<file path="config.mk">
export PLATFORM = sky130hd
export DESIGN_NAME = pixel_out_fifo
export DESIGN_NICKNAME = d
export VERILOG_FILES = /design/src/rtl/ycc_rgb_pkg.sv /design/src/rtl/pixel_out_fifo.sv
export SDC_FILE = /design/constraint.sdc
export NUM_CORES = 1
export LEC_CHECK = 0
export ABC_AREA = 1
export BUFFER_PORTS_ARGS = -buffer_cell sky130_fd_sc_hd__buf_4
export CORE_ASPECT_RATIO = 0.9
export CORE_UTILIZATION = 47
export CTS_CLUSTER_DIAMETER = 100
export DETAILED_ROUTE_END_ITERATION = 10
export PLACE_DENSITY_LB_ADDON = 0.3
export RECOVER_POWER = 25
export SLEW_MARGIN = 20
export SYNTH_ARGS = -nofsm -noshare
export SYNTH_HDL_FRONTEND = slang
export SYNTH_SLANG_ARGS = --single-unit
</file>
<file path="constraint.sdc">
create_clock -name clk -period 4 [get_ports clk]
set_clock_uncertainty 0.15 [all_clocks]
set_input_delay 0.4 -clock clk [delete_from_list [all_inputs] [get_ports clk]]
set_output_delay 0.4 -clock clk [all_outputs]
set_load 0.02 [all_outputs]
</file>
<file path="src/rtl/ycc_rgb_pkg.sv">
`default_nettype none

package ycc_rgb_pkg;

	// sample and pixel widths
	localparam int SAMPLE_W = 16;
	localparam int ROW_SAMPLES = 8;
	localparam int ROW_W = SAMPLE_W * ROW_SAMPLES;
	localparam int COLOR_W = 8;
	localparam int MCU_POS_W = 13;
	localparam int PIX_IDX_W = 8;

	// r, g, b, index, mcu x, mcu y, first, last
	localparam int PIX_WORD_W = 3 * COLOR_W + PIX_IDX_W + 2 * MCU_POS_W + 2;

	// ------------------------------------------------------------------
	// YCbCr to RGB coefficients, scaled by 4096
	// ------------------------------------------------------------------
	localparam logic [12:0] K_CR_R = 13'd5742;
	localparam logic [12:0] K_CB_G = 13'd1409;
	localparam logic [12:0] K_CR_G = 13'd2925;
	localparam logic [12:0] K_CB_B = 13'd7258;
	localparam int LEVEL_SHIFT = 128;

	// ------------------------------------------------------------------
	// APB register map
	// ------------------------------------------------------------------
	localparam logic [3:0] ADDR_CTRL = 4'h0;
	localparam logic [3:0] ADDR_MCU_W = 4'h4;
	localparam logic [3:0] ADDR_MCU_H = 4'h8;
	localparam logic [3:0] ADDR_STATUS = 4'hc;

	// pixel index inside an MCU
	// 16x16 grid for 4:2:0, 8x8 grid for 4:4:4
	typedef union packed {
		logic [PIX_IDX_W-1:0] raw;
		struct packed {
			logic [3:0] row;
			logic [3:0] col;
		} v420;
		struct packed {
			logic [1:0] spare;
			logic [2:0] row;
			logic [2:0] col;
		} v444;
	} pix_idx_u;

endpackage

`default_nettype wire
</file>
<file path="src/rtl/pixel_out_fifo.sv">
`default_nettype none

module pixel_out_fifo #(
	parameter int FIFO_DEPTH = 2
) (
	input logic clk,
	input logic rst,
	input logic wr,
	input logic [ycc_rgb_pkg::PIX_WORD_W-1:0] din,
	output logic full,
	input logic px_ready,
	output logic px_valid,
	output logic [ycc_rgb_pkg::PIX_WORD_W-1:0] dout
);
	import ycc_rgb_pkg::*;

	localparam int PTR_W = $clog2(FIFO_DEPTH);
	localparam int CNT_W = $clog2(FIFO_DEPTH + 1);

	logic [PIX_WORD_W-1:0] mem [0:FIFO_DEPTH-1];
	logic [PTR_W-1:0] wr_ptr;
	logic [PTR_W-1:0] rd_ptr;
	logic [CNT_W-1:0] count;
	logic push;
	logic pop;

	// depth need not be a power of two
	function automatic logic [PTR_W-1:0] next_ptr(input logic [PTR_W-1:0] p);
		return (p == PTR_W'(FIFO_DEPTH - 1)) ? '0 : p + PTR_W'(1);
	endfunction

	assign full = count == CNT_W'(FIFO_DEPTH);
	assign px_valid = count != '0;
	assign push = wr & ~full;
	assign pop = px_valid & px_ready;
	assign dout = mem[rd_ptr];

	always_ff @(posedge clk) begin
		if (push) begin
			mem[wr_ptr] <= din;
		end
	end

	always_ff @(posedge clk) begin
		if (rst) begin
			wr_ptr <= '0;
			rd_ptr <= '0;
			count <= '0;
		end else begin
			if (push) begin
				wr_ptr <= next_ptr(wr_ptr);
			end
			if (pop) begin
				rd_ptr <= next_ptr(rd_ptr);
			end
			count <= count + CNT_W'(push) - CNT_W'(pop);
		end
	end

endmodule

`default_nettype wire

</file>
## After elaboration in Yosys (flattened, before gate mapping)

Memory sizes are Yosys's and may differ from the RTL's. A register that Yosys moved wholly into a read port is not among the register bits.
Index checks and enable logic that the tools add are counted.

- Add/subtract/negate cells: 4
- Multipliers: 0
- Div/mod/pow operators: 0
- $lt $le $gt $ge: 0
- Equality and inequality tests: 1
- Shift operators: 0
- Multiplexer cells: 6
- Bitwise gates (word level): 3
- Reductions and logical operators: 1

Operators with widths:

| operator | number |
|---|---|
| two-way mux 1 bit | 6 |
| adder 1 bit (second input constant) | 2 |
| adder 2 x 1 -> 2 bit | 1 |
| bitwise AND 1 bit | 2 |
| equality test 2 bit (second input constant) | 1 |
| nonzero test 2 bit | 1 |
| subtractor 2 x 1 -> 2 bit | 1 |
| inverter 1 bit | 1 |

- Register bits: 4
- Bits in latches: 0
- Bits in writable memories: 120
- Bits in read-only memories: 0
- Word-level logic and storage cells: 19
- Memories: 1

Memory list:

| name | depth | bits a word | read ports | clocked after memory_dff | write ports | line | text |
|---|---|---|---|---|---|---|---|
| mem | 2 | 60 | 1 | 1 | 1 | pixel_out_fifo.sv:20 | `logic [PIX_WORD_W-1:0] mem [0:FIFO_DEPTH-1];` |

## Depth between registers and ports, before layout

- Depth in word-level cells: 5
- Gate-level depth with buffers: 11
- Mapped depth without buffers: 11

## Least setup slack after synthesis

OpenSTA, ideal clock, no wires.

- Path type: register -> register
- From: register count[0]
- To: memory mem[0][0] (netlist bit) (enable)
- Arrival: 3071 ps
- Path slack: 302 ps
- Cell stages (with the launch flop): 5
- Clock period less this slack: 3698 ps
- Path through: dfxtp_1 > inv_1 > nand2_1 > nand2_1 > nor2_1

- Cells in the longest elaborated chain, start to end: 5

RTL lines:

| element | line | text |
|---|---|---|
| start, declared | pixel_out_fifo.sv:23 | `logic [CNT_W-1:0] count;` |
| start signal, assigned | pixel_out_fifo.sv:56 | `count <= count + CNT_W'(push) - CNT_W'(pop);` |
| equality test 2 bit | pixel_out_fifo.sv:32 | `assign full = count == CNT_W'(FIFO_DEPTH);` |
| inverter 1 bit | pixel_out_fifo.sv:34 | `assign push = wr & ~full;` |
| bitwise AND 1 bit | pixel_out_fifo.sv:34 |  |
| two-way mux 1 bit | pixel_out_fifo.sv:39 | `if (push) begin` |
| two-way mux 1 bit (implied by the code) | pixel_out_fifo.sv:40 | `mem[wr_ptr] <= din;` |
| end, declared | pixel_out_fifo.sv:20 |  |

Every way passes these cells.

==> metrics.txt <==
status completed; number of synthesized flops with an enable pin 120; growth of design area from synthesis to finish 33.31%; Mapped Avg Cell Area 21.62 um2; CP Launch Type flop; Cell Pwr Density 700.2 nW/um2; gr ovfl total 0; FF+latch count, synth 125; TritonCTS buffer count 17; DR pass1 iterations 4; Max stage delay cell, worst path dfxtp_4; Max VDD drop 455.4 uV; Routed WL 7962 um; Die ar. 10810 um2; RSZ-0062 raised after global routing false; met2 wire length 3975 um; number of global-route vias before repair 2650; share of cells above drive strength 1 0.5643; cell taking the most area after synthesis edfxtp_1; Clk pin slew, worst setup/hold paths 50 ps; WP data arrival 1960 ps; Crit. End Element output port; Ports 126; Overall Global Routing Usage 0.1625; Setup violations, final 0; die height 98.74 um; routed length per instance 15.70 um; antenna-violating nets left 0; Seq/Total Area, Yosys 0.7578; first-pass GRT wire length 12770 um; routed wl met3 609 um; Post-route DRC 0; Placer Congestion 0.6653; total power 4.562 mW; fill cell count 707; CP max stage delay 720 ps; dominant synthesized flop cell edfxtp_1; top cell type's share of synthesized area 0.7373; Core ar. 9869 um2; post-DR vias/cell 4.761; highest routed layer met4; Finished Cell Area 6515 um2; CP required 3450 ps; maximum clock path buffer count 2; wire length on met1 3316 um; clk_lat worst skew 400 ps; clock sink count 125; crit-path max FO 31; Final Max Tran Viols 0; IO buf count 125; Gate Count Post-Synth 226; area after detailed placement 5886 um2; leak pwr 2.593 nW; measured slew at the worst slew-check pin 645.1 ps; top cells by count, synth edfxtp_1 (120), mux2_4 (60), inv_1 (10); Yosys warnings 0; H-tree depth 4; Max Freq 0.3980 GHz; via count 2414; Mapped Nets 292; Period minus WS final 2513 ps; HPWL Detailed 5174 um; layout net count 434; drt first-iter violations 68; Antenna Diode Count 0; initial antenna violation count 0; row count 34; post-synth cell types 11; final hold violation count 0; clk root buf clkbuf_16; multi-input logic area 1022 um2; CTS tree built; HP Class input port to flop; Synth area leaders edfxtp_1 (74%), mux2_4 (18%), buf_12 (2.5%); FF/Latch Area 3707 um2; number of max-cap violations 0; largest net degree at the start of global routing 61; Slew headroom 0.5700; TNS Setup 0 ps; CP Class flop to output port; most common cell in the netlist edfxtp_1; ys async rst share 0; fin crit share 0.6282; Die W 109.5 um; starting density of the core 0.4952; Critical Path, Cell by Cell buf_12 > mux2_4 > buf_4; Synth Cell Area 4887 um2
==> per-layer routing <==
| layer | track usage | up-vias |
|---|---|---|
| met3 | 0.06481 | 8 |
| met5 | 0 | - |
| met4 | 0.05846 | 0 |
| met1 | 0.1956 | 1161 |
| met2 | 0.2642 | 91 |
| li1 | - | 1154 |
==> critical path: cells and delay by family (launching register included) <==
family                 cells  cell delay [ps]
muxes                      1              330
DFF                        1              720
buffers and inverters      2              490
==> registers in the layout, summed over array words and instances, names as in the netlist, named ones only <==
register,cells
count,2
mem,120
rd_ptr,1
wr_ptr,1
==> area by class of cell <==
| type | instances | area share |
|---|---|---|
| flip-flops and latches | 125 | 0.5690 |
| multi-input cells | 84 | 0.1569 |
| repair buffers | 130 | 0.1486 |
| clock buffers | 19 | 0.06645 |
| clock inverters | 13 | 0.02900 |
| well taps | 126 | 0.02420 |
| inverters | 10 | 0.005761 |
==> cell usage in the layout (no fill, tap or decap), drive strengths merged <==
cell type / count
ha: 2
clkbuf: 62
nand2: 8
nand3: 3
a21oi: 2
inv: 12
clkinv: 3
edfxtp: 120
clkinvlp: 4
bufinv: 4
dfxtp: 5
dlygate4sd3: 1
mux2: 60
nor2: 9
buf: 86
==> final timing paths <==
path         slack (ps)              endpoint  depth (start not counted)                start
min reg2reg         360   rd_ptr$_SDFFE_PP0P_                          2  rd_ptr$_SDFFE_PP0P_
max reg2reg        1830  mem[0][53]$_DFFE_PP_                          5  count[0]$_SDFF_PP0_
min                  30  mem[1][56]$_DFFE_PP_                          1              din[56]
max                1490              dout[53]                          3                 flop
==> power breakdown <==
part,leakage [nW],internal [mW],switching (mW),total (mW)
logic,1.14,0.612,0.598,1.21
clock network,0.288,1.05,0.538,1.58
registers,1.16,1.67,0.103,1.77
==> through the flow <==
| step | utilization | hold slack [ps] | instances | setup WS, ps |
|---|---|---|---|---|
| finish | 0.6601 | 33.49 | 507 | 1487 |
| global route | 0.6601 | 23.88 | 507 | 1396 |
| CTS | 0.6604 | 18.09 | 506 | 1354 |
| detailed placement | 0.5963 | 350.5 | 473 | 1787 |
| global placement | 0.5963 | 336.7 | 473 | 1775 |
| floorplan | - | 317.5 | 226 | 301.6 |
==> repair_timing <==
action / 4_1_cts / 5_1_grt
resized for setup: 0 / 0
hold endpoints to repair: 1 / 0
setup buffers: 0 / 0
hold buffers: 1 / 0
==> cell families (layout without fill, tap and decap cells) <==
| logic type | after synthesis | count (layout) | synth area share |
|---|---|---|---|
| compound gates | 2 | 2 | 0.002048 |
| fa+ha+maj | 2 | 2 | 0.005120 |
| buf+inv | 17 | 172 | 0.03456 |
| flops | 125 | 125 | 0.7578 |
| mux | 60 | 60 | 0.1843 |
| simple gates | 20 | 20 | 0.01613 |
Power figures use the tool's default switching activity.
