## src/rtl/ycc_rgb_pkg.sv

```systemverilog
`default_nettype none

package ycc_rgb_pkg;

	// sample and pixel widths
	localparam int SAMPLE_W = 16;
	localparam int ROW_SAMPLES = 8;
	localparam int ROW_W = SAMPLE_W * ROW_SAMPLES;
	localparam int COLOR_W = 8;
	localparam int MCU_POS_W = 13;
	localparam int PIX_IDX_W = 8;

	// r, g, b, index, mcu x, mcu y, first, last
	localparam int PIX_WORD_W = 3 * COLOR_W + PIX_IDX_W + 2 * MCU_POS_W + 2;

	// ------------------------------------------------------------------
	// YCbCr to RGB coefficients, scaled by 4096
	// ------------------------------------------------------------------
	localparam logic [12:0] K_CR_R = 13'd5742;
	localparam logic [12:0] K_CB_G = 13'd1409;
	localparam logic [12:0] K_CR_G = 13'd2925;
	localparam logic [12:0] K_CB_B = 13'd7258;
	localparam int LEVEL_SHIFT = 128;

	// ------------------------------------------------------------------
	// APB register map
	// ------------------------------------------------------------------
	localparam logic [3:0] ADDR_CTRL = 4'h0;
	localparam logic [3:0] ADDR_MCU_W = 4'h4;
	localparam logic [3:0] ADDR_MCU_H = 4'h8;
	localparam logic [3:0] ADDR_STATUS = 4'hc;

	// pixel index inside an MCU
	// 16x16 grid for 4:2:0, 8x8 grid for 4:4:4
	typedef union packed {
		logic [PIX_IDX_W-1:0] raw;
		struct packed {
			logic [3:0] row;
			logic [3:0] col;
		} v420;
		struct packed {
			logic [1:0] spare;
			logic [2:0] row;
			logic [2:0] col;
		} v444;
	} pix_idx_u;

endpackage

`default_nettype wire
```

## src/rtl/mcu_scan.sv

```systemverilog
`default_nettype none

module mcu_scan (
	input logic clk,
	input logic rst,
	input logic mode_420,
	input logic [ycc_rgb_pkg::MCU_POS_W-1:0] mcu_w,
	input logic [ycc_rgb_pkg::MCU_POS_W-1:0] mcu_h,
	input logic rd_ready,
	output logic rd_done,
	output ycc_rgb_pkg::pix_idx_u y_addr,
	output logic [5:0] c_addr,
	input logic fifo_full,
	output logic fifo_wr,
	output ycc_rgb_pkg::pix_idx_u pix_idx,
	output logic [ycc_rgb_pkg::MCU_POS_W-1:0] mcu_x,
	output logic [ycc_rgb_pkg::MCU_POS_W-1:0] mcu_y,
	output logic first,
	output logic last
);
	import ycc_rgb_pkg::*;

	logic busy;
	pix_idx_u idx;
	logic last_pix;
	logic last_x;
	logic last_y;

	assign last_pix = mode_420 ? idx.raw == 8'hff : idx.raw == 8'h3f;
	assign last_x = mcu_x == mcu_w - MCU_POS_W'(1);
	assign last_y = mcu_y == mcu_h - MCU_POS_W'(1);

	assign fifo_wr = busy & ~fifo_full;
	assign rd_done = fifo_wr & last_pix;

	assign y_addr = idx;
	assign pix_idx = idx;
	// chroma is subsampled 2x2 in 4:2:0
	assign c_addr = mode_420 ? {idx.v420.row[3:1], idx.v420.col[3:1]}
		: {idx.v444.row, idx.v444.col};

	assign first = idx.raw == '0 && mcu_x == '0 && mcu_y == '0;
	assign last = last_pix & last_x & last_y;

	always_ff @(posedge clk) begin
		if (rst) begin
			busy <= 1'b0;
			idx <= '0;
			mcu_x <= '0;
			mcu_y <= '0;
		end else begin
			if (!busy && rd_ready) begin
				busy <= 1'b1;
			end
			if (fifo_wr) begin
				idx.raw <= last_pix ? '0 : idx.raw + 8'd1;
			end
			// mcu fully issued, step the frame position
			if (rd_done) begin
				busy <= 1'b0;
				if (last_x) begin
					mcu_x <= '0;
					mcu_y <= last_y ? '0 : mcu_y + MCU_POS_W'(1);
				end else begin
					mcu_x <= mcu_x + MCU_POS_W'(1);
				end
			end
		end
	end

endmodule

`default_nettype wire

```

## config.mk

```make
export PLATFORM = sky130hd
export DESIGN_NAME = mcu_scan
export DESIGN_NICKNAME = d
export VERILOG_FILES = /design/src/rtl/ycc_rgb_pkg.sv /design/src/rtl/mcu_scan.sv
export SDC_FILE = /design/constraint.sdc
export NUM_CORES = 1
export LEC_CHECK = 0
export BUFFER_PORTS_ARGS = -buffer_cell sky130_fd_sc_hd__buf_2
export CAP_MARGIN = 0
export CORE_MARGIN = 4
export CORE_UTILIZATION = 45
export DETAILED_ROUTE_END_ITERATION = 10
export GPL_ROUTABILITY_DRIVEN = 1
export PLACE_DENSITY = 0.79
export SLEW_MARGIN = 30
export SYNTH_ARGS = -nofsm -noshare
export SYNTH_HDL_FRONTEND = slang
export SYNTH_SLANG_ARGS = --single-unit
```

## constraint.sdc

```tcl
create_clock -name clk -period 8.55 [get_ports clk]
set_input_delay 0.4275 -clock clk [delete_from_list [all_inputs] [get_ports clk]]
set_output_delay 0.4275 -clock clk [all_outputs]
set_load 0.02 [all_outputs]
```

# Word level (Yosys, flattened, before mapping)
# Cells that the tools add are included.
[word_totals]
ff_bits = 35
latchBits = 0
ram_bits = 0
mem_bits_ro = 0
inputBits = 31
out_inout_bits = 52
word_cells = 32
n_memories = 0
[op_classes]
add_sub_neg = 5
n_mul = 0
n_div = 0
n_lt_le_gt_ge = 0
n_eq_ne = 4
shifts = 0
mux = 5
n_bitwise = 5
n_reduce_logical = 9
[ops]
columns = ["op", "n"]
rows = [
  ["adder 13 x 1 -> 13 bit, second input constant", 2],
  ["== test 13 bit", 2],
  ["logical NOT 13 bit", 2],
  ["2-to-1 mux 13 bit", 2],
  ["subtractor 13 x 1 -> 13 bit, second input constant", 2],
  ["adder 8 x 1 -> 8 bit, second input constant", 1],
  ["== test 8 x 6 -> 1 bit, second input constant", 1],
  ["== test 8 bit, second input constant", 1],
  ["logical NOT 8 bit", 1],
  ["2-to-1 mux 8 bit", 1],
  ["2-to-1 mux 6 bit", 1],
  ["AND 1 bit", 4],
  ["logical AND 1 bit", 3],
  ["AND reduction 2 bit", 1],
  ["OR reduction 2 bit", 1],
  ["logical NOT 1 bit", 1],
  ["2-to-1 mux 1 bit", 1],
  ["inverter 1 bit", 1],
]

# Logic depth before layout (Yosys ltp)
[logic_depth]
depth_word = 4
depth_mapped = 11
mapped_depth_nobuf = 9

# Least setup slack after synthesis
# Ideal clock, no wire load.
[synth_timing]
path_kind = "input-to-output"
from = "input mcu_w[0] (netlist name)"
to = "output last"
t_arrival_ns = 2.725
required_ns = 8.123
slack_ns = 5.397
cell_stages = 10
path_buffers = 1
cell_sequence = "inv_1 ha_1 nor3b_1 nor4b_4 mux2_2 a31o_2 and2_1 buf_2 nor3_1 and3_1"
[synth_via]
elab_chain_cells = 4
[synth_rtl]
columns = ["item", "line", "text"]
rows = [
  ["from (decl)", "mcu_scan.sv:7", "input logic [ycc_rgb_pkg::MCU_POS_W-1:0] mcu_w,"],
  ["subtractor 13 x 1 -> 13 bit", "mcu_scan.sv:30", "assign last_x = mcu_x == mcu_w - MCU_POS_W'(1);"],
  ["== test 13 bit", "mcu_scan.sv:30", ""],
  ["AND 1 bit (2 in series)", "mcu_scan.sv:43", "assign last = last_pix & last_x & last_y;"],
  ["to (decl)", "mcu_scan.sv:19", "output logic last"],
]
# No other way between the ends.

# Worst setup path in the final report
# Same ends and word-level chain as after synthesis.

==> summary.md <==
| Metric | Value |
|---|---|
| Hold path startpoint | rd_ready |
| Max capacitance violation total | 0 |
| Root buffer cell | clkbuf_8 |
| Highest net fanout along the worst path | 11 |
| Clock transition at path regs | 70 ps |
| Arrival time worst endpoint | 3230 ps |
| RD Place Congestion | 0.8760 |
| ANT cells | 0 |
| Power per cell area | 99.64 mW/mm^2 |
| # fillers | 618 |
| Unique masters post-synth | 66 |
| Commonest non-fill, non-tap cell in the layout | buf_2 |
| Die height | 90.60 um |
| Via density | 5.789 |
| Vias in the first global route | 2,887 |
| VDD IR max | 0.00006050 V |
| Combinational family with the most area after synthesis | simple AND/OR/NAND/NOR gates |
| Worst slew pin tran | 644.4 ps |
| Total Nets Final | 491 |
| Drt pass-1 iters | 4 |
| First-pass GRT wire length | 13,320 um |
| Final hold viol count | 0 |
| Top post-synthesis cells by area | dfxtp_1, xor2_1, nor2_1, xnor2_1, nand2_1 |
| Core box area | 0.006495 mm^2 |
| Chip width | 90.60 um |
| I/O Buffers | 82 |
| Mux cell area share after synthesis | 3.138% |
| Ports | 83 |
| Number of synthesized register bits | 35 |
| WL/cell | 14.96 um |
| Hold Path Class | in2reg |
| Post-Synth Simple-Gate Area | 35.66% |
| # placed instances | 522 |
| Initial antenna violation count | 0 |
| Primary FF master, synth | dfxtp_1 |
| Later-pin clock latency in the skew report | 290 ps |
| Required time of the critical path | 8120 ps |
| Start point of the critical path | mcu_w[0] |
| Detailed Route Iter0 Violations | 190 |
| Max clock buf depth | 2 |
| Static leakage | 1.496 nW |
| Max_slew headroom | 56.94% |
| H-tree Lvls | 2 |
| Post-CTS Resized | 0 |
| Global Route Usage Sum | 18.92% |
| Area of the die | 0.008208 mm^2 |
| Largest net degree at the start of global routing | 17 |
| Syn nets | 433 |
| Total number of vias | 3,068 |
| Unrepaired setup endpoints after global routing | false |
| Layout area overhead | 14.34% |
| Compound-Gate Fraction of Synth Area | 15.81% |
| # clock sinks | 35 |
| Post-Syn Instances | 394 |
| Syn Area/Cell | 7.793 um^2 |
| CP Class | in2out |
| Netlist Area Pre-Place | 0.003070 mm^2 |
| Finish-stage setup viols | 0 |
| Status | finished, final reports clean |
| Crit Reg-Reg Startpoint | mcu_x[11]$_SDFFE_PP0P_ |
| Worst Clk Skew | 6.581 ps |
| Total Power | 0.3498 mW |
| Routed wire length | 7931 um |
| Fin. max-slew vios | 0 |
| Postcts setup bufs | 0 |
| Minimum clock period after layout | 3662 ps |
| Synth Area in XOR/XNOR | 11.70% |
| Async S/R FF share, synth | 0% |
| Share of post-route cells with drive strength above 1 | 24.06% |
| Yosys warning total | 0 |
| Hold Buf Count CTS | 0 |
| Routed Antenna Nets | 0 |
| Post-synth EDFFs | 0 |
| Total negative slack | 0 ps |
| HPWL after DPL | 6171 um |
| CTS tree | yes |
| Startpoint types | input pin |
| Initial Utilization | 47.27% |
| Yosys top cell by area | dfxtp_1 |
| Fmax | 0.2730 GHz |
| Synth Area in Adders | 3.260% |
| Total CTS buffers | 5 |
| Rows | 29 |
| Yosys top cell area share | 22.82% |
| Final instance count without filler cells | 530 |
| Most frequent cells in the layout | buf_2, nor2_1, dfxtp_1 |
| CP endpoint kind | output port |
| DRC violations left | 0 |
| Period utilization | 42.84% |
| Total grt overflow | 0 |
| Sequential cell area fraction in the yosys report | 22.82% |
-- routing by layer --
metal	track usage (%)	part of all wire [%]
met1	24.43	46
met2	31.81	47
met3	4.000	5.2
met4	5.102	1.3
met5	0	0
-- Yosys cell counts, types with 5 or more instances --
master and instances:
nor2_1 54, dfxtp_1 35, nand2_1 28, xor2_1 28, nand3_1 18, clkbuf_1 17
inv_1 17, nor3_1 14, and3_1 13, nand4_1 13, nor4_1 13, xnor2_1 13
a21oi_1 8, buf_4 8, ha_1 8, and2_1 5, mux2_2 5, nand2b_1 5
o21ai_0 5
-- stage by stage --
stage	cell area [um^2]	util, %	setup WS, ps	hold WS (ps)
detailed placement	3411	52.51	4933	459.4
finish	3511	54.06	4888	339.6
global placement	3411	52.51	5066	450.7
global route	3511	54.06	4653	341.5
CTS	3511	54.06	4894	338.3
floorplan	3070	-	5397	439.0
-- cells by family after synthesis --
group,after synthesis
xor+xnor,41
fa+ha+maj,8
buf+inv,49
flops,35
simple gates,197
mux,9
compound gates,55
-- path summary, 6_finish.rpt --
check / endpoint / slack (ps) / cells past startpoint
min: busy$_SDFFE_PP0P_ / 340 / 3
max reg2reg: mcu_y[5]$_SDFFE_PP0P_ / 5740 / 7
min reg2reg: busy$_SDFFE_PP0P_ / 470 / 2
max: last / 4890 / 11
-- power by group --
part           switching, mW  internal, mW  total [mW]  leakage (nW)
sequential           0.00102         0.164       0.165         0.282
clock                 0.0590        0.0735       0.133        0.0515
combinational         0.0324        0.0201      0.0525          1.16
-- registers in the layout, summed over array words and instances (netlist names) --
register / cells
mcu_y: 13
busy: 1
mcu_x: 13
pix_idx: 8
-- final cells by class --
| class | instances | area, um^2 | share of cell area [%] |
|---|---|---|---|
| Sequential cell | 35 | 700.7 | 19.96 |
| Tap cell | 77 | 96.34 | 2.744 |
| Clock buffer | 8 | 100.1 | 2.851 |
| Timing Repair Buffer | 82 | 410.4 | 11.69 |
| Multi-Input combinational cell | 310 | 2136 | 60.83 |
| Inverter | 18 | 67.56 | 1.924 |
-- critical path: stages --
cell	delay [ps]
buf_2	130
inv_1	60
ha_1	170
nor3b_1	560
nor4b_4	390
mux2_2	370
a31o_2	250
and2_1	290
nor3_1	230
and3_1	190
buf_2	170
No activity file was read; power rests on OpenSTA's default activity.
