===== src/rtl/ycc_rgb_pkg.sv =====
`default_nettype none

package ycc_rgb_pkg;

	// sample and pixel widths
	localparam int SAMPLE_W = 16;
	localparam int ROW_SAMPLES = 8;
	localparam int ROW_W = SAMPLE_W * ROW_SAMPLES;
	localparam int COLOR_W = 8;
	localparam int MCU_POS_W = 13;
	localparam int PIX_IDX_W = 8;

	// r, g, b, index, mcu x, mcu y, first, last
	localparam int PIX_WORD_W = 3 * COLOR_W + PIX_IDX_W + 2 * MCU_POS_W + 2;

	// ------------------------------------------------------------------
	// YCbCr to RGB coefficients, scaled by 4096
	// ------------------------------------------------------------------
	localparam logic [12:0] K_CR_R = 13'd5742;
	localparam logic [12:0] K_CB_G = 13'd1409;
	localparam logic [12:0] K_CR_G = 13'd2925;
	localparam logic [12:0] K_CB_B = 13'd7258;
	localparam int LEVEL_SHIFT = 128;

	// ------------------------------------------------------------------
	// APB register map
	// ------------------------------------------------------------------
	localparam logic [3:0] ADDR_CTRL = 4'h0;
	localparam logic [3:0] ADDR_MCU_W = 4'h4;
	localparam logic [3:0] ADDR_MCU_H = 4'h8;
	localparam logic [3:0] ADDR_STATUS = 4'hc;

	// pixel index inside an MCU
	// 16x16 grid for 4:2:0, 8x8 grid for 4:4:4
	typedef union packed {
		logic [PIX_IDX_W-1:0] raw;
		struct packed {
			logic [3:0] row;
			logic [3:0] col;
		} v420;
		struct packed {
			logic [1:0] spare;
			logic [2:0] row;
			logic [2:0] col;
		} v444;
	} pix_idx_u;

endpackage

`default_nettype wire

===== src/rtl/color_convert.sv =====
`default_nettype none

module color_convert (
	input logic signed [ycc_rgb_pkg::SAMPLE_W-1:0] y,
	input logic signed [ycc_rgb_pkg::SAMPLE_W-1:0] cb,
	input logic signed [ycc_rgb_pkg::SAMPLE_W-1:0] cr,
	output logic [ycc_rgb_pkg::COLOR_W-1:0] r,
	output logic [ycc_rgb_pkg::COLOR_W-1:0] g,
	output logic [ycc_rgb_pkg::COLOR_W-1:0] b
);
	import ycc_rgb_pkg::*;

	localparam int FRAC = 12;
	localparam int PROD_W = SAMPLE_W + 14;
	localparam int SUM_W = 20;

	// constant multiply as a sum of shifted copies
	function automatic logic signed [PROD_W-1:0] mul_k(input logic signed [SAMPLE_W-1:0] x,
		input logic [12:0] k);
		logic signed [PROD_W-1:0] xe;
		logic signed [PROD_W-1:0] acc;
		xe = PROD_W'(x);
		acc = '0;
		for (int i = 0; i < 13; i++) begin
			if (k[i]) begin
				acc = acc + (xe <<< i);
			end
		end
		return acc;
	endfunction

	function automatic logic [COLOR_W-1:0] clamp(input logic signed [SUM_W-1:0] v);
		if (v < 0) begin
			return '0;
		end else if (v > (2 ** COLOR_W - 1)) begin
			return '1;
		end
		return v[COLOR_W-1:0];
	endfunction

	logic signed [PROD_W-1:0] cr_r;
	logic signed [PROD_W-1:0] cb_g;
	logic signed [PROD_W-1:0] cr_g;
	logic signed [PROD_W-1:0] cb_b;
	logic signed [SUM_W-1:0] y_ls;
	logic signed [SUM_W-1:0] r_sum;
	logic signed [SUM_W-1:0] g_sum;
	logic signed [SUM_W-1:0] b_sum;

	assign cr_r = mul_k(cr, K_CR_R);
	assign cb_g = mul_k(cb, K_CB_G);
	assign cr_g = mul_k(cr, K_CR_G);
	assign cb_b = mul_k(cb, K_CB_B);

	assign y_ls = SUM_W'(y) + SUM_W'(LEVEL_SHIFT);

	// arithmetic shift gives floor of the scaled product
	assign r_sum = y_ls + SUM_W'(cr_r >>> FRAC);
	assign g_sum = y_ls - SUM_W'(cb_g >>> FRAC) - SUM_W'(cr_g >>> FRAC);
	assign b_sum = y_ls + SUM_W'(cb_b >>> FRAC);

	assign r = clamp(r_sum);
	assign g = clamp(g_sum);
	assign b = clamp(b_sum);

endmodule

`default_nettype wire


===== config.mk =====
export PLATFORM = sky130hd
export DESIGN_NAME = color_convert
export DESIGN_NICKNAME = d
export VERILOG_FILES = /design/src/rtl/ycc_rgb_pkg.sv /design/src/rtl/color_convert.sv
export SDC_FILE = /design/constraint.sdc
export NUM_CORES = 1
export LEC_CHECK = 0
export BUFFER_PORTS_ARGS = -buffer_cell sky130_fd_sc_hd__buf_2
export CAP_MARGIN = 25
export CORE_MARGIN = 1
export CORE_UTILIZATION = 25
export DETAILED_ROUTE_END_ITERATION = 8
export SYNTH_ARGS = -nofsm -noshare
export SYNTH_HDL_FRONTEND = slang
export SYNTH_SLANG_ARGS = --single-unit

===== constraint.sdc =====
create_clock -name vclk -period 25.5
set_clock_uncertainty 0.15 [all_clocks]
set_input_delay 3.825 -clock vclk [all_inputs]
set_output_delay 3.825 -clock vclk [all_outputs]
set_load 0.01 [all_outputs]

Word level (Yosys, flattened, before mapping)
Index checks and enable logic that the tools add are counted.
{"block": "word_totals", "ff_bits": 0, "in_bits": 48, "elab_cells": 49}
{"block": "op_classes", "add_sub_neg": 28, "order_cmp": 6, "mux": 15}
{"cell": "8-bit 2-to-1 mux", "n": 9}
{"cell": "22-bit by 22-bit adder with 23-bit output", "n": 2}
{"cell": "20-bit by 21-bit adder with 22-bit output", "n": 2}
{"cell": "19-bit by 19-bit adder with 20-bit output", "n": 2}
{"cell": "17-bit by 17-bit adder with 18-bit output", "n": 2}
{"cell": "18-bit by 9-bit > comparator with 1-bit output, second input constant", "n": 2}
{"cell": "18-bit by 1-bit < comparator with 1-bit output, second input constant", "n": 2}
{"cell": "27-bit by 28-bit adder with 29-bit output", "n": 1}
{"cell": "28-bit by 28-bit adder with 29-bit output", "n": 1}
{"cell": "26-bit by 27-bit adder with 28-bit output", "n": 1}
{"cell": "27-bit by 27-bit adder with 28-bit output", "n": 1}
{"cell": "23-bit by 26-bit adder with 27-bit output", "n": 1}
{"cell": "25-bit by 26-bit adder with 27-bit output", "n": 1}
{"cell": "26-bit by 26-bit adder with 27-bit output", "n": 1}
{"cell": "23-bit by 25-bit adder with 26-bit output", "n": 1}
{"cell": "25-bit by 25-bit adder with 26-bit output", "n": 1}
{"cell": "23-bit by 24-bit adder with 25-bit output", "n": 1}
{"cell": "24-bit by 24-bit adder with 25-bit output", "n": 1}
{"cell": "16-bit by 23-bit adder with 24-bit output", "n": 1}
{"cell": "21-bit by 22-bit adder with 23-bit output", "n": 1}
{"cell": "20-bit by 20-bit adder with 21-bit output", "n": 1}
{"cell": "17-bit by 19-bit adder with 20-bit output", "n": 1}
{"cell": "16-bit by 18-bit adder with 19-bit output", "n": 1}
{"cell": "17-bit by 18-bit adder with 19-bit output", "n": 1}
{"cell": "6 further kinds", "n": 11}

Logic depth before layout (Yosys ltp)
{"block": "logic_depth", "word_depth": 12, "mapped_depth": 30}

Worst setup path before layout
OpenSTA, ideal clock, no wires.
{"block": "synth_timing", "path_kind": "input port to output port", "start": "in cr[4] in the netlist's numbering", "end": "out g[6] in the netlist's numbering", "arrival_time_ps": 10382, "path_slack_ps": 11143, "path_stages": 28, "n_path_buf": 0, "cell_sequence": "inv_1 > fa_1 > fa_1 > inv_1 > fa_1 > fa_1 > ha_1 > o21a_1 > o21ai_0 > o31ai_1 > o311ai_1 > a21boi_2 > o21a_1 > o21a_1 > nor2_1 > xnor2_1 > fa_1 > inv_1 > ha_1 > o21a_1 > o21a_1 > o21ai_1 > o41ai_2 > o22a_2 > a31oi_4 > xnor2_1 > nor3_2 > a21oi_1"}
{"block": "synth_via", "elab_chain_cells": 12}
{"element": "start: declaration", "line": "color_convert.sv:6", "text": "input logic signed [ycc_rgb_pkg::SAMPLE_W-1:0] cr,"}
{"element": "16-bit by 18-bit adder with 19-bit output", "line": "color_convert.sv:26", "text": "acc = acc + (xe <<< i);"}
{"element": "19-bit by 19-bit adder with 20-bit output", "line": "color_convert.sv:26"}
{"element": "20-bit by 21-bit adder with 22-bit output", "line": "color_convert.sv:26"}
{"element": "22-bit by 22-bit adder with 23-bit output", "line": "color_convert.sv:26"}
{"element": "23-bit by 24-bit adder with 25-bit output", "line": "color_convert.sv:26"}
{"element": "25-bit by 25-bit adder with 26-bit output", "line": "color_convert.sv:26"}
{"element": "26-bit by 27-bit adder with 28-bit output (*)", "line": "color_convert.sv:26"}
{"element": "18-bit by 16-bit subtractor with 19-bit output (*)", "line": "color_convert.sv:59", "text": "assign g_sum = y_ls - SUM_W'(cb_g >>> FRAC) - SUM_W'(cr_g >>> FRAC);"}
{"element": "19-bit by 9-bit > comparator with 1-bit output", "line": "color_convert.sv:35", "text": "end else if (v > (2 ** COLOR_W - 1)) begin"}
{"element": "1-bit 2-to-1 mux", "line": "color_convert.sv:35"}
{"element": "1-bit 2-to-1 mux", "line": "color_convert.sv:33", "text": "if (v < 0) begin"}
{"element": "8-bit 2-to-1 mux (*)", "line": "color_convert.sv:38", "text": "return v[COLOR_W-1:0];"}
{"element": "end: declaration", "line": "color_convert.sv:8", "text": "output logic [ycc_rgb_pkg::COLOR_W-1:0] g,"}
Every way passes the cells marked *; elsewhere a longest branch is shown, timed or not.

Worst setup path in the final report
{"block": "layout_timing", "start": "in cr[4] in the netlist's numbering", "end": "out g[1] in the netlist's numbering"}
The elaborated chain is that of the path after synthesis.

==> flow_metrics.tcl <==
set metrics [dict create \
    cp-end-kind "primary output" \
    placementRows 79 \
    cp.required_ns 21.53 \
    layout.nets 1844 \
    grt_max_degree 16 \
    synth.distinct_cells 75 \
    worst_slew_pin_slew_ns 0.9590 \
    violations "design-rule violations" \
    die-area_mm2 0.04874 \
    path_max_fanout 7 \
    crit_start "cr[4]" \
    finalSetupTns_ns 0 \
    syn_inst 1288 \
    place_hpwl_mm 27.04 \
    grt_pass1_wl_mm 49.05 \
    place.gp.congestion 0.8823 \
    synth_area_per_cell_um2 9.291 \
    slew_headroom_pct 35.61 \
    setup_violations 0 \
    die_y_um 220.8 \
    cts_hold_buf 0 \
    critPathMaxStageDelay_ns 0.57 \
    yosysWarnings 0 \
    port_buffers 72 \
    drt-total-wl_mm 30.09 \
    cap_violations 0 \
    die_width_um 220.8 \
    final_common_cell "inv_1" \
    syn-num-nets 1774 \
    cp-start-kind "input pin" \
    start_util_pct 25.54 \
    drive_above_1_share_pct 8.407 \
    overflow 0 \
    crit_path_end "g[1]" \
    cp.arrival_ns 11.30 \
    viasPerCell 4.679 \
    wl_per_cell_um 15.33 \
    status "finished, violations left" \
    drt_iter0_markers 560 \
    seq_area_frac_synth_pct 0 \
    synth_area_mm2 0.01197 \
    grt.total_usage_pct 12.70 \
    cts_setup_buffers 0 \
    first_global_vias 9483 \
    syn_to_final_growth_pct 9.233 \
    most-common-layout-cells "inv_1 (235), ha_1 (226), fa_1 (212)" \
    nClkBuffers 0 \
    antenna_found_initial 1 \
    finalCritPeriodShare_pct 59.91 \
    multi_input_area_mm2 0.01106 \
    cp_slowest_cell "fa_1" \
    cts_resized 0 \
    postRouteAntennaNets 0 \
    fin_crit_ns 15.28 \
    nFlopsAndLatches 0 \
    ioPinCount 72 \
    seq_area_um2 0 \
    min_path_type "input pin to primary output" \
    firstDrtPassIters 9 \
    drc 4 \
    final.fill_count 4955 \
    finalHoldViolCount 0 \
    drv_slew 0 \
    critical_path_class "input pin to primary output" \
    max_freq_mhz 65.46 \
    vias 9185 \
    core_mm2 0.04685 \
    rsz0062_at_grt "false" \
    antenna_cells 0 \
]
per-layer routing:
| layer | GRT usage [%] | routed length [µm] | share of wire, % | up-vias |
|---|---|---|---|---|
| li1 | - | - | - | 4505 |
| met1 | 17.60 | 13990 | 46 | 4486 |
| met2 | 21.09 | 13970 | 46 | 156 |
| met3 | 1.347 | 1318 | 4.4 | 36 |
| met4 | 2.945 | 799 | 2.7 | 2 |
| met5 | 0 | 13 | 0.043 | - |
worst max-delay path: cells and delay by family:
family | cells | cell delay [ns]
and+or+nand+nor | 3 | 0.69
buffers and inverters | 5 | 0.70
adders and majority gates | 7 | 3.29
AOI/OAI and AO/OA | 14 | 2.70
xor gates and xnor gates | 1 | 0.09
kinds of logic after synthesis:
logic type	count (synthesis)	share of synthesized area, %
AO/OA/AOI/OAI	275	15.89
multiplexers	5	0.4496
adder cells (fa/ha/maj)	438	59.10
buffers and inverters	240	7.560
AND/OR/NAND/NOR	237	10.19
XOR/XNOR	93	6.807
worst min-delay path by stage:
stage          depth (start not counted)  slack (ns)  endpoint  from
6_report                               5        8.15      r[0]  y[0]
5_1_grt                                5        8.20      r[0]  y[0]
4_1_cts                                5        8.16      r[0]  y[0]
3_5_place_dp                           5        8.17      r[0]  y[0]
3_3_place_gp                           5        8.16      r[0]  y[0]
2_1_floorplan                          3        7.80      r[0]  y[0]
final cells by class:
type | instances | share of cell area, %
multi-input combinational | 1048 | 84.63
inverter | 235 | 6.748
tap | 607 | 5.810
timing repair buffer | 73 | 2.814
synthesized netlist by cell type (6+ instances only):
library cell / count / area (µm²)
nand2b_1: 13 / 81.33
xnor2_1: 54 / 473.0
o211ai_1: 8 / 60.06
nand4_1: 11 / 68.82
o21a_1: 22 / 165.2
and3_1: 8 / 50.05
nor2_1: 66 / 247.7
inv_1: 235 / 882.1
or2_2: 7 / 43.79
nor2b_1: 18 / 112.6
xor2_1: 39 / 341.6
a211oi_1: 8 / 60.06
a31oi_1: 7 / 43.79
ha_1: 226 / 2828
o21bai_1: 8 / 60.06
a21oi_2: 8 / 70.07
nor3_1: 24 / 120.1
nand3_1: 21 / 105.1
fa_1: 212 / 4244
a21o_1: 34 / 255.2
a21oi_1: 76 / 380.4
o21ai_0: 45 / 225.2
nand2_1: 39 / 146.4
or3_1: 6 / 37.54
metrics by stage:
stage | std cells | setup slack [ns] | utilization (%) | hold slack (ns) | area (µm²)
floorplan | 1288 | 11.14 | - | 7.797 | 11970
global placement | 1963 | 10.47 | 27.90 | 8.160 | 13070
detailed placement | 1963 | 10.24 | 27.90 | 8.172 | 13070
CTS | 1963 | 10.19 | 27.90 | 8.163 | 13070
global route | 1963 | 9.623 | 27.90 | 8.195 | 13070
finish | 1963 | 10.22 | 27.90 | 8.146 | 13070
Power is left out: the tool's default activity adds up to more than one toggle a clock period on the data nets, which glitch-free logic cannot reach.
