**src/rtl/ycc_rgb_pkg.sv**
```systemverilog
`default_nettype none

package ycc_rgb_pkg;

	// sample and pixel widths
	localparam int SAMPLE_W = 16;
	localparam int ROW_SAMPLES = 8;
	localparam int ROW_W = SAMPLE_W * ROW_SAMPLES;
	localparam int COLOR_W = 8;
	localparam int MCU_POS_W = 13;
	localparam int PIX_IDX_W = 8;

	// r, g, b, index, mcu x, mcu y, first, last
	localparam int PIX_WORD_W = 3 * COLOR_W + PIX_IDX_W + 2 * MCU_POS_W + 2;

	// ------------------------------------------------------------------
	// YCbCr to RGB coefficients, scaled by 4096
	// ------------------------------------------------------------------
	localparam logic [12:0] K_CR_R = 13'd5742;
	localparam logic [12:0] K_CB_G = 13'd1409;
	localparam logic [12:0] K_CR_G = 13'd2925;
	localparam logic [12:0] K_CB_B = 13'd7258;
	localparam int LEVEL_SHIFT = 128;

	// ------------------------------------------------------------------
	// APB register map
	// ------------------------------------------------------------------
	localparam logic [3:0] ADDR_CTRL = 4'h0;
	localparam logic [3:0] ADDR_MCU_W = 4'h4;
	localparam logic [3:0] ADDR_MCU_H = 4'h8;
	localparam logic [3:0] ADDR_STATUS = 4'hc;

	// pixel index inside an MCU
	// 16x16 grid for 4:2:0, 8x8 grid for 4:4:4
	typedef union packed {
		logic [PIX_IDX_W-1:0] raw;
		struct packed {
			logic [3:0] row;
			logic [3:0] col;
		} v420;
		struct packed {
			logic [1:0] spare;
			logic [2:0] row;
			logic [2:0] col;
		} v444;
	} pix_idx_u;

endpackage

`default_nettype wire
```
**src/rtl/ycc_cfg_regs.sv**
```systemverilog
`default_nettype none

module ycc_cfg_regs (
	input logic clk,
	input logic rst,
	input logic psel,
	input logic penable,
	input logic pwrite,
	input logic [3:0] paddr,
	input logic [31:0] pwdata,
	output logic [31:0] prdata,
	output logic pslverr,
	input logic frame_end,
	output logic mode_420,
	output logic [ycc_rgb_pkg::MCU_POS_W-1:0] mcu_w,
	output logic [ycc_rgb_pkg::MCU_POS_W-1:0] mcu_h
);
	import ycc_rgb_pkg::*;

	logic access;
	logic mapped;
	logic frame_done;

	assign access = psel & penable;
	assign mapped = paddr inside {ADDR_CTRL, ADDR_MCU_W, ADDR_MCU_H, ADDR_STATUS};
	assign pslverr = access & ~mapped;

	always_comb begin
		prdata = '0;
		case (paddr)
			ADDR_CTRL: prdata[0] = mode_420;
			ADDR_MCU_W: prdata[MCU_POS_W-1:0] = mcu_w;
			ADDR_MCU_H: prdata[MCU_POS_W-1:0] = mcu_h;
			ADDR_STATUS: prdata[0] = frame_done;
			default: prdata = '0;
		endcase
	end

	always_ff @(posedge clk) begin
		if (rst) begin
			mode_420 <= 1'b0;
			mcu_w <= MCU_POS_W'(1);
			mcu_h <= MCU_POS_W'(1);
			frame_done <= 1'b0;
		end else begin
			if (access && pwrite) begin
				case (paddr)
					ADDR_CTRL: mode_420 <= pwdata[0];
					ADDR_MCU_W: mcu_w <= pwdata[MCU_POS_W-1:0];
					ADDR_MCU_H: mcu_h <= pwdata[MCU_POS_W-1:0];
					ADDR_STATUS: begin
						// write 1 to clear
						if (pwdata[0]) begin
							frame_done <= 1'b0;
						end
					end
					default: ;
				endcase
			end
			// a new frame end wins over a clear in the same cycle
			if (frame_end) begin
				frame_done <= 1'b1;
			end
		end
	end

endmodule

`default_nettype wire

```
**config.mk**
```make
export PLATFORM = sky130hd
export DESIGN_NAME = ycc_cfg_regs
export DESIGN_NICKNAME = d
export VERILOG_FILES = /design/src/rtl/ycc_rgb_pkg.sv /design/src/rtl/ycc_cfg_regs.sv
export SDC_FILE = /design/constraint.sdc
export NUM_CORES = 1
export LEC_CHECK = 0
export ABC_CLOCK_PERIOD_IN_PS = 1400
export BUFFER_PORTS_ARGS = -buffer_cell sky130_fd_sc_hd__buf_2
export CAP_MARGIN = 40
export CORE_MARGIN = 4
export CORE_UTILIZATION = 43
export CTS_BUF_LIST = sky130_fd_sc_hd__clkbuf_8
export DETAILED_ROUTE_END_ITERATION = 12
export PLACE_DENSITY = 0.82
export SETUP_SLACK_MARGIN = 0.1
export SLEW_MARGIN = 0
export SYNTH_ARGS = -nofsm -noshare
export SYNTH_HDL_FRONTEND = slang
export SYNTH_SLANG_ARGS = --single-unit
```
**constraint.sdc**
```tcl
create_clock -name clk -period 1.4 [get_ports clk]
set_input_delay 0.14 -clock clk [delete_from_list [all_inputs] [get_ports clk]]
set_output_delay 0.14 -clock clk [all_outputs]
set_load 0.01 [all_outputs]
```
* Word-level counts from Yosys, hierarchy flattened *
Index checks and enable logic that the tools add are counted.

operators by class
  reduce and logical (&&, ||, !) cells = 10
  muxes and demuxes = 6
  equality and inequality tests = 3
  bitwise gates (word level) = 3

operators with widths
  kind                  number
  $pmux W12 S2          1
  $eq A4 B4 Y1 const B  2
  $reduce_and A2 Y1     3
  $reduce_bool A2 Y1    3
  $eq A4 B3 Y1 const B  1
  $logic_not A4 Y1      1
  $mux W1               4
  $pmux W1 S4           1
  $reduce_bool A4 Y1    1
  $reduce_and A3 Y1     1
  $and A1 B1 Y1         2
  $logic_and A1 B1 Y1   1
  $not A1 Y1            1

word-level totals
  word-level logic and storage cells = 26
  output and inout port bits = 60
  bits in registers = 28
  bits of input ports = 42

* Logic depth before layout (Yosys ltp) *
Gate-level depths: netlist (run 1).

  depth in word-level cells = 4
  depth in mapped cells = 4
  gate-level depth less buffers = 3

* Worst setup path after synthesis (run 1) *
Ideal clock, no wire load.

  path type = input to register
  start = input port paddr[1]
  end = register mcu_h[0] (netlist name)
  data arrival time = 1.042 ns
  path buffers = 1
  setup time = 0.072 ns
  path slack = 0.286 ns
  stages = 4
  cells stage by stage = nor4b_4 -> and4_1 -> buf_4 -> mux2i_1

on the way
  longest elaborated chain between the ends = 2

RTL lines
  element                      RTL line            source
  start: declaration           ycc_cfg_regs.sv:9   input logic [3:0] paddr,
  $eq A4 B4 Y1                 ycc_cfg_regs.sv:47  case (paddr)
  $reduce_and A2 Y1 (no line)  -
  end signal: assignment       ycc_cfg_regs.sv:50  ADDR_MCU_H: mcu_h <= pwdata[MCU_POS_W-1:0];
  end: declaration             ycc_cfg_regs.sv:16  output logic [ycc_rgb_pkg::MCU_POS_W-1:0] mcu_h

Every way passes these cells.
A chain may end at the register's enable or synchronous reset.

* Worst setup path in the final report (run 1) *
  start = register frame_done
  end = output port prdata[0]

on the way
  longest elaborated chain between the ends = 1

RTL lines
  element                   RTL line            source
  start: declaration        ycc_cfg_regs.sv:22  logic frame_done;
  start signal: assignment  ycc_cfg_regs.sv:44  frame_done <= 1'b0;
  start signal: assignment  ycc_cfg_regs.sv:54  frame_done <= 1'b0;
  start signal: assignment  ycc_cfg_regs.sv:62  frame_done <= 1'b1;
  $pmux W1 S4               ycc_cfg_regs.sv:30  case (paddr)
  end: declaration          ycc_cfg_regs.sv:11  output logic [31:0] prdata,

Every way passes these cells.

==> flow_metrics.env, run 1 <==
export IMPL_status="complete, but fails checks"
export IMPL_violations="negative setup slack"
export IMPL_reg2reg_from="mcu_w[0]"
export IMPL_ys_seq_area_share_pct=36.2
export IMPL_clk_path_buf_depth=2
export IMPL_hpwl_um=2540
export IMPL_numClockSinks=28
export IMPL_clock_latency_ns=0.27
export IMPL_wl_per_cell_um=12.3
export IMPL_drive_above_1_share_pct=38.8
export IMPL_vias_per_cell=4.70
export IMPL_globalplace_congestion=0.704
export IMPL_critical_path_startpoint_type="flop"
export IMPL_period_needed_ns=1.43
export IMPL_setup_viol=1
export IMPL_antenna_found_initial=0
export IMPL_core_region_area_um2=3420
export IMPL_clkTransAtPathRegs_ns=0.09
export IMPL_ant_nets=0
export IMPL_min_path_cells=3
export IMPL_synth_seq_cells=28
export IMPL_placementRows=21
export IMPL_avgSynthCellArea_um2=10.2
export IMPL_final_cell_mix="buf_2 (63), nand2b_1 (38), mux2i_1 (27)"
export IMPL_routed_wl_um=3260
export IMPL_min_period_over_period_pct=102
export IMPL_drv_slew=0
export IMPL_drt_iter0_markers=21
export IMPL_grt_max_degree=43
export IMPL_leakage_nw=0.986
export IMPL_rsz0062_at_grt="yes"
export IMPL_area_growth_pct=25.0
export IMPL_critPathArrivalTime_ns=1.29
export IMPL_start_util_pct=45.3
export IMPL_synth_top_area_share_pct=36.2
export IMPL_hold_end="mcu_w[2]"
export IMPL_hold_violations=0
export IMPL_required_ns=1.26
export IMPL_tightest_slew_ns=0.518
export IMPL_io_pin_count=102
export IMPL_drcViolationCount=0
export IMPL_fin_util_pct=56.7
export IMPL_power_density_nw_per_um2=751
export IMPL_synth_cells=152
export IMPL_die_x_um=68.0
export IMPL_cts_buffers=3
export IMPL_drt_pass1_iter_count=2
export IMPL_synth_area_top_cells="dfxtp_1 (36%), mux2i_1 (17%), nand2b_1 (15%)"
export IMPL_ctsHoldBuffers=0
export IMPL_yosysUniqueCellTypes=21
export IMPL_reg2reg_slack_ns=0.67
export IMPL_cts_root_buf="clkbuf_8"
export IMPL_worstSetupPathType="flop to output port"
export IMPL_nets=262
export IMPL_yosysTopAreaCell="dfxtp_1"
export IMPL_num_vias=1246
export IMPL_r2r_end="mcu_w[0]"
export IMPL_grt_pass1_wl_um=5220
export IMPL_layout_commonest_cell="buf_2"
export IMPL_min_path_type="primary input to flop"
export IMPL_grt_ovfl_total=0
export IMPL_worstHoldStart="pwdata[2]"
export IMPL_grt_util_all_layers_pct=14.6
export IMPL_finalNonFillerCells=265
export IMPL_die_height_um=68.0
export IMPL_diodes=0
export IMPL_cts_tree="yes"
export IMPL_skew_ns=0
export IMPL_reg2regPathDepth=3
export IMPL_slew_headroom_pct=65.5
export IMPL_grt_pass1_vias=1172
export IMPL_syn_area_um2=1550
export IMPL_max_cap_violations=0
export IMPL_setup_ws_ns=-0.0345
export IMPL_dpl_cell_count=258
export IMPL_cp_max_fo=2
export IMPL_yosys_warnings=0
export IMPL_htree_num_levels=1
export IMPL_setup_tns_ns=-0.0345
export IMPL_fp_dieArea_um2=4630
export IMPL_ir_worst_vdd_uv=401
export IMPL_port_buffers=63
export IMPL_fmax_mhz=697
export IMPL_endpoint_kind="output port"
## cells by family (layout without fill, tap and decap cells)
| kind of cell | after synthesis | after routing | share of synthesized area, % |
|---|---|---|---|
| compound gates | 12 | 12 | 6.79 |
| flops | 28 | 28 | 36.2 |
| other cells | 1 | 19 | 0.242 |
| buf+inv | 27 | 76 | 11.8 |
| mux | 28 | 28 | 19.1 |
| simple gates | 56 | 56 | 25.8 |
## cell type report
cell class              instances  area [µm²]
multi-input cells             115         870
repair buffers                 72         390
well taps                      46        57.6
fillers                       319        1480
flip-flops and latches         28         564
clock buffers                   4        55.1
## Yosys cell counts
library cell  instances
mux2i_1              27
nor2_1                4
nor3_1                2
dfxtp_1              28
and4_1                2
nand4b_1              1
nor4b_4               2
conb_1                1
nand3_1               1
nand4_4               1
nor2b_1               1
buf_4                21
clkbuf_1              4
a22o_1               12
nor4_1                1
buf_2                 2
mux4_1                1
nand2b_1             38
and3_1                1
nand4_2               1
or2_2                 1
## worst max-delay path: stages (launching register included)
cell,delay (ns)
dfxtp_1,0.32
mux4_2,0.45
nor2b_1,0.13
buf_2,0.13
## layer usage
layer | vias up | wire, µm | global-route usage, %
met4 | 0 | 34 | 4.47
met3 | 5 | 320 | 3.45
met2 | 56 | 1420 | 23.3
met5 | - | 0 | 0
li1 | 625 | - | -
met1 | 560 | 1480 | 19.3
## worst max-delay path by stage
stage | start | endpoint | slack, ns | cells past startpoint
detailed placement | paddr[1] | mcu_w[1] | 0.005 | 5
floorplan | paddr[1] | mcu_h[0] | 0.29 | 4
global placement | paddr[1] | mcu_w[4] | 0.02 | 5
global route | mcu_h[0] | prdata[0] | -0.07 | 3
CTS | frame_done | prdata[0] | -0.05 | 3
finish | frame_done | prdata[0] | -0.03 | 3
## power by group
group          internal (mW)  total, mW  switching [mW]
Sequential             0.801      0.804         0.00316
Combinational         0.0709      0.165          0.0936
Clock                  0.251      0.486           0.234
## state kept, by name (all words and copies together) (netlist names)
name,count
mode_420,1
mcu_h,13
mcu_w,13
frame_done,1
## timing repair
| item | in CTS | in global routing |
|---|---|---|
| gates cloned | 0 | 0 |
| resized for setup | 4 | 2 |
| setup buffers | 3 | 0 |
| setup endpoints to repair | 1 | 7 |
## per-stage QoR
step	worst slack [ns]	hold slack [ns]	area, µm²	power, mW
after floorplan	0.286	0.295	1620	0.956
after global placement	0.0182	0.422	1850	0.983
after detailed placement	0.00538	0.432	1850	0.985
after CTS	-0.0486	0.137	1930	1.47
after global routing	-0.0682	0.143	1940	1.53
final	-0.0345	0.143	1940	1.45
(Power assumes the default switching activity.)
==> run 2, diff against run 1 <==
--- a/config.mk
+++ b/config.mk
@@ -5,15 +5,18 @@
 export SDC_FILE = /design/constraint.sdc
 export NUM_CORES = 1
 export LEC_CHECK = 0
-export ABC_CLOCK_PERIOD_IN_PS = 1400
+export ABC_CLOCK_PERIOD_IN_PS = 1350
 export BUFFER_PORTS_ARGS = -buffer_cell sky130_fd_sc_hd__buf_2
 export CAP_MARGIN = 40
+export CELL_PAD_IN_SITES_DETAIL_PLACEMENT = 0
+export CELL_PAD_IN_SITES_GLOBAL_PLACEMENT = 1
 export CORE_MARGIN = 4
-export CORE_UTILIZATION = 43
+export CORE_UTILIZATION = 31
 export CTS_BUF_LIST = sky130_fd_sc_hd__clkbuf_8
 export DETAILED_ROUTE_END_ITERATION = 12
-export PLACE_DENSITY = 0.82
+export PLACE_DENSITY_LB_ADDON = 0.1
 export SETUP_SLACK_MARGIN = 0.1
+export SKIP_CTS_REPAIR_TIMING = 1
 export SLEW_MARGIN = 0
 export SYNTH_ARGS = -nofsm -noshare
 export SYNTH_HDL_FRONTEND = slang
==> constraint.sdc (replaced) <==
create_clock -name clk -period 1.35 [get_ports clk]
set_input_delay 0.135 -clock clk [delete_from_list [all_inputs] [get_ports clk]]
set_output_delay 0.135 -clock clk [all_outputs]
set_load 0.01 [all_outputs]
==> run 2 against run 1 <==
Effect of this change:
- the run still ends with negative setup slack left
- clock-buffer cell count fell by 1
- wire length rose by 19%
- via count rose by 0.88%
- hold slack got worse by 0.014 ns
- largest cell class unchanged
- setup slack got worse by 0.073 ns
- sequential power rose by 3.7%
- critical path depth did not move
- sequential share of layout area fell by 0.95 points
- highest routed layer unchanged
- combinational power rose by 12%
- cell area rose by 3.4%
==> flow_metrics.env, run 2 (synthesized netlist as in run 1, its figures left out) <==
export IMPL_core_region_area_um2=4790
export IMPL_min_period_over_period_pct=108
export IMPL_drcViolationCount=0
export IMPL_grt_pass1_vias=1279
export IMPL_critical_path_startpoint_type="flop"
export IMPL_drv_slew=0
export IMPL_dp_slack_ns=-0.0882
export IMPL_worstSetupPathType="flop to output port"
export IMPL_whs_ns=0.129
export IMPL_clock_latency_ns=0.27
export IMPL_crit_slowest_cell="mux4_2"
export IMPL_leakage_nw=1.01
export IMPL_required_ns=1.22
export IMPL_min_path_cells=3
export IMPL_final_cell_mix="buf_2 (60), nand2b_1 (38), mux2i_1 (27)"
export IMPL_cts_buffers=3
export IMPL_min_path_type="primary input to flop"
export IMPL_ant_nets=0
export IMPL_crit_buf_inv=1
export IMPL_antenna_found_initial=0
export IMPL_clkTransAtPathRegs_ns=0.10
export IMPL_die_x_um=78.7
export IMPL_hpwl_um=3040
export IMPL_ir_worst_vdd_uv=748
export IMPL_status="complete, but fails checks"
export IMPL_num_vias=1257
export IMPL_port_buffers=63
export IMPL_layout_commonest_cell="buf_2"
export IMPL_worstPathCellList="mux4_2, nor2b_1, buf_2"
export IMPL_critPathTopFamily="multiplexers"
export IMPL_power_density_nw_per_um2=840
export IMPL_clk_path_buf_depth=2
export IMPL_grt_pass1_wl_um=6350
export IMPL_start_util_pct=32.4
export IMPL_reg2regPathDepth=2
export IMPL_drt_pass1_iter_count=4
export IMPL_cts_tree="yes"
export IMPL_nets=263
export IMPL_grt_ovfl_total=0
export IMPL_largestRegisters="mcu_h x13, mcu_w x13"
export IMPL_grt_max_degree=43
export IMPL_numClockSinks=28
export IMPL_fp_dieArea_um2=6190
export IMPL_max_cap_violations=0
export IMPL_slew_headroom_pct=63.8
export IMPL_hold_violations=0
export IMPL_setup_tns_ns=-0.107
export IMPL_setup_ws_ns=-0.107
export IMPL_io_pin_count=102
export IMPL_area_growth_pct=29.2
export IMPL_cts_root_buf="clkbuf_8"
export IMPL_placementRows=25
export IMPL_violations="negative setup slack"
export IMPL_wl_per_cell_um=13.4
export IMPL_drive_above_1_share_pct=39.1
export IMPL_period_needed_ns=1.46
export IMPL_critPathArrivalTime_ns=1.32
export IMPL_diodes=0
export IMPL_globalplace_congestion=0.757
export IMPL_setup_viol=1
export IMPL_routed_wl_um=3860
export IMPL_endpoint_kind="output port"
export IMPL_fmax_mhz=686
export IMPL_p_total_mw=1.68
export IMPL_cp_max_fo=3
export IMPL_path_depth=3
export IMPL_vias_per_cell=4.38
export IMPL_cpPeakStageDelay_ns=0.44
export IMPL_tightest_slew_ns=0.543
export IMPL_grt_util_all_layers_pct=12.7
export IMPL_die_height_um=78.7
export IMPL_htree_num_levels=1
export IMPL_rsz0062_at_grt="yes"
export IMPL_skew_ns=0
export IMPL_drt_iter0_markers=31
run 2: layout make-up:
| class | instances | area, µm² |
|---|---|---|
| Tap cell | 67 | 83.8 |
| Timing Repair Buffer | 73 | 413 |
| Fill cell | 514 | 2780 |
| Multi-Input combinational cell | 115 | 870 |
| Sequential cell | 28 | 564 |
| Clock buffer | 3 | 41.3 |
| Clock inverter | 1 | 30.0 |
run 2: worst reg2reg max path: cells and delay by family, from the launching register on:
family / cells / cell delay (ns)
DFF: 1 / 0.38
muxes: 1 / 0.13
and+or+nand+nor: 1 / 0.07
run 2: stage by stage:
stage	area [µm²]	utilization [%]	std cells
after floorplan	1620	-	170
after global placement	1890	39.6	281
after detailed placement	1890	39.6	281
after CTS	1960	41.0	285
after global routing	2000	41.8	287
final	2000	41.8	287
run 2: worst paths after layout:
path,start,endpoint,slack (ns)
max,mcu_h[0],prdata[0],-0.11
min,pwdata[9],mcu_h[9],0.13
max reg2reg,mcu_w[7],mcu_w[7],0.71
min reg2reg,mcu_w[5],mcu_w[5],0.49
run 2: power breakdown:
part	total [mW]	switching, mW	internal [mW]
Clock	0.664	0.267	0.397
Sequential	0.834	0.00330	0.831
Combinational	0.184	0.101	0.0822
Total	1.68	0.372	1.31
run 2: layer usage:
layer	GRT usage [%]	routed length [µm]
met5	0	0
met4	3.15	21
met3	3.67	288
met2	21.7	1870
met1	15.7	1680
==> run 3, diff against run 2 <==
--- a/config.mk
+++ b/config.mk
@@ -10,11 +10,12 @@
 export CAP_MARGIN = 40
 export CELL_PAD_IN_SITES_DETAIL_PLACEMENT = 0
 export CELL_PAD_IN_SITES_GLOBAL_PLACEMENT = 1
+export CORE_ASPECT_RATIO = 1.25
 export CORE_MARGIN = 4
 export CORE_UTILIZATION = 31
 export CTS_BUF_LIST = sky130_fd_sc_hd__clkbuf_8
 export DETAILED_ROUTE_END_ITERATION = 12
-export PLACE_DENSITY_LB_ADDON = 0.1
+export PLACE_DENSITY = 0.86
 export SETUP_SLACK_MARGIN = 0.1
 export SKIP_CTS_REPAIR_TIMING = 1
 export SLEW_MARGIN = 0
==> run 3 against run 2 <==
Effect of this change:
- the flow still finishes with violations (negative setup slack)
- utilization up 0.17 points
- largest cell class unchanged
- total power down 8.5%
- cell count down 1.7%
- sequential share of layout area down 0.19 points
- critical endpoint unchanged
- global-route usage down 0.94 points
==> flow_metrics.env, run 3 (synthesized netlist as in run 1, its figures left out) <==
export IMPL_layout_commonest_cell="buf_2"
export IMPL_grt_max_degree=25
export IMPL_wl_per_cell_um=12.9
export IMPL_hpwl_um=2870
export IMPL_violations="negative setup slack"
export IMPL_whs_ns=0.131
export IMPL_p_int_mw=1.18
export IMPL_max_cap_violations=0
export IMPL_io_pin_count=102
export IMPL_clk_path_buf_depth=2
export IMPL_seq_power_share_pct=54.2
export IMPL_dp_slack_ns=-0.101
export IMPL_pwr_share_comb_pct=12.3
export IMPL_hold_violations=0
export IMPL_ant_nets=0
export IMPL_drt_iter0_markers=43
export IMPL_r2r_end="mcu_w[0]"
export IMPL_diodes=0
export IMPL_p_clk_share_pct=33.5
export IMPL_final_cell_mix="buf_2 (59), nand2b_1 (38), mux2i_1 (27)"
export IMPL_fp_dieArea_um2=6200
export IMPL_critPathArrivalTime_ns=1.32
export IMPL_dpl_cell_count=275
export IMPL_num_vias=1240
export IMPL_nFillCells=488
export IMPL_reg2reg_slack_ns=0.61
export IMPL_htree_num_levels=1
export IMPL_finalNonFillerCells=282
export IMPL_setup_viol=1
export IMPL_nets=265
export IMPL_placementRows=28
export IMPL_leakage_nw=1.02
export IMPL_worstSetupPathType="flop to output port"
export IMPL_port_buffers=63
export IMPL_numClockSinks=28
export IMPL_fmax_mhz=686
export IMPL_clock_latency_ns=0.27
export IMPL_die_x_um=71.2
export IMPL_clkTransAtPathRegs_ns=0.09
export IMPL_grt_ovfl_total=0
export IMPL_critical_path_startpoint_type="flop"
export IMPL_p_sw_mw=0.359
export IMPL_grt_pass1_vias=1180
export IMPL_vias_per_cell=4.40
export IMPL_cts_root_buf="clkbuf_8"
export IMPL_min_path_type="primary input to flop"
export IMPL_critPathTopFamily="multiplexers"
export IMPL_cpPeakStageDelay_ns=0.45
export IMPL_cp_max_fo=3
export IMPL_worstPathCellList="mux4_2, nor2b_1, buf_2"
export IMPL_grt_pass1_wl_um=5790
export IMPL_ir_worst_vdd_uv=361
export IMPL_skew_ns=0
export IMPL_min_period_over_period_pct=108
export IMPL_reg2regPathDepth=3
export IMPL_crit_start="mode_420"
export IMPL_area_growth_pct=30.1
export IMPL_grt_util_all_layers_pct=11.8
export IMPL_crit_buf_inv=1
export IMPL_die_height_um=87.0
export IMPL_endpoint="prdata[0]"
export IMPL_crit_slowest_cell="mux4_2"
export IMPL_period_needed_ns=1.46
export IMPL_drv_slew=0
export IMPL_drt_pass1_iter_count=4
export IMPL_setup_ws_ns=-0.107
export IMPL_globalplace_congestion=0.713
export IMPL_core_region_area_um2=4800
export IMPL_status="complete, but fails checks"
export IMPL_drcViolationCount=0
export IMPL_required_ns=1.22
export IMPL_cts_tree="yes"
export IMPL_drive_above_1_share_pct=39.6
export IMPL_antenna_found_initial=0
export IMPL_reg2reg_from="mcu_w[0]"
export IMPL_sw_frac_of_total_pct=23.3
export IMPL_routed_wl_um=3630
export IMPL_endpoint_kind="output port"
export IMPL_power_density_nw_per_um2=763
export IMPL_start_util_pct=32.3
export IMPL_rsz0062_at_grt="yes"
export IMPL_path_depth=3
export IMPL_cts_buffers=3
export IMPL_largestRegisters="mcu_h x13, mcu_w x13"
run 3: worst min-delay path by stage:
stage,start,to,cells past startpoint
2_1_floorplan,pwdata[0],mode_420,2
3_3_place_gp,frame_end,frame_done,3
3_5_place_dp,frame_end,frame_done,3
4_1_cts,frame_end,frame_done,3
5_1_grt,pwdata[2],mcu_w[2],3
6_report,frame_end,frame_done,3
run 3: power groups by stage:
stage                     sequential (mW)  combinational [mW]  clock [mW]
after floorplan                     0.854               0.137           0
after global placement              0.853               0.178           0
after detailed placement            0.853               0.181           0
after CTS                           0.834               0.182       0.531
after global routing                0.835               0.209       0.564
final                               0.834               0.188       0.516
run 3: metrics by stage:
step / TNS [ns] / power [mW] / util [%] / cell area, µm²
after global placement: -0.777 / 1.03 / 39.9 / 1920
after floorplan: 0 / 0.991 / - / 1620
after detailed placement: -1.06 / 1.03 / 39.9 / 1920
after global routing: -0.163 / 1.61 / 42.0 / 2020
after CTS: -0.234 / 1.55 / 41.1 / 1970
final: -0.107 / 1.54 / 42.0 / 2020
run 3: layout make-up:
| type | count | area (µm²) | share of cell area (%) |
|---|---|---|---|
| clock buffers | 4 | 55.1 | 2.73 |
| well taps | 60 | 75.1 | 3.72 |
| multi-input cells | 115 | 870 | 43.1 |
| repair buffers | 75 | 452 | 22.4 |
| flip-flops and latches | 28 | 564 | 28.0 |
run 3: metal layers:
layer | global-route usage (%) | up-vias | wire [µm] | share of wire (%)
met3 | 1.73 | 2 | 200 | 5.5
met1 | 15.1 | 563 | 1570 | 43
li1 | - | 631 | - | -
met2 | 20.2 | 44 | 1820 | 50
met5 | 0 | - | 0 | 0
met4 | 4.10 | 0 | 38 | 1.0
run 3: worst min-delay path, stage by stage:
cell and delay (ns):
buf_2 0.11, nor2_1 0.08, nor3_1 0.04
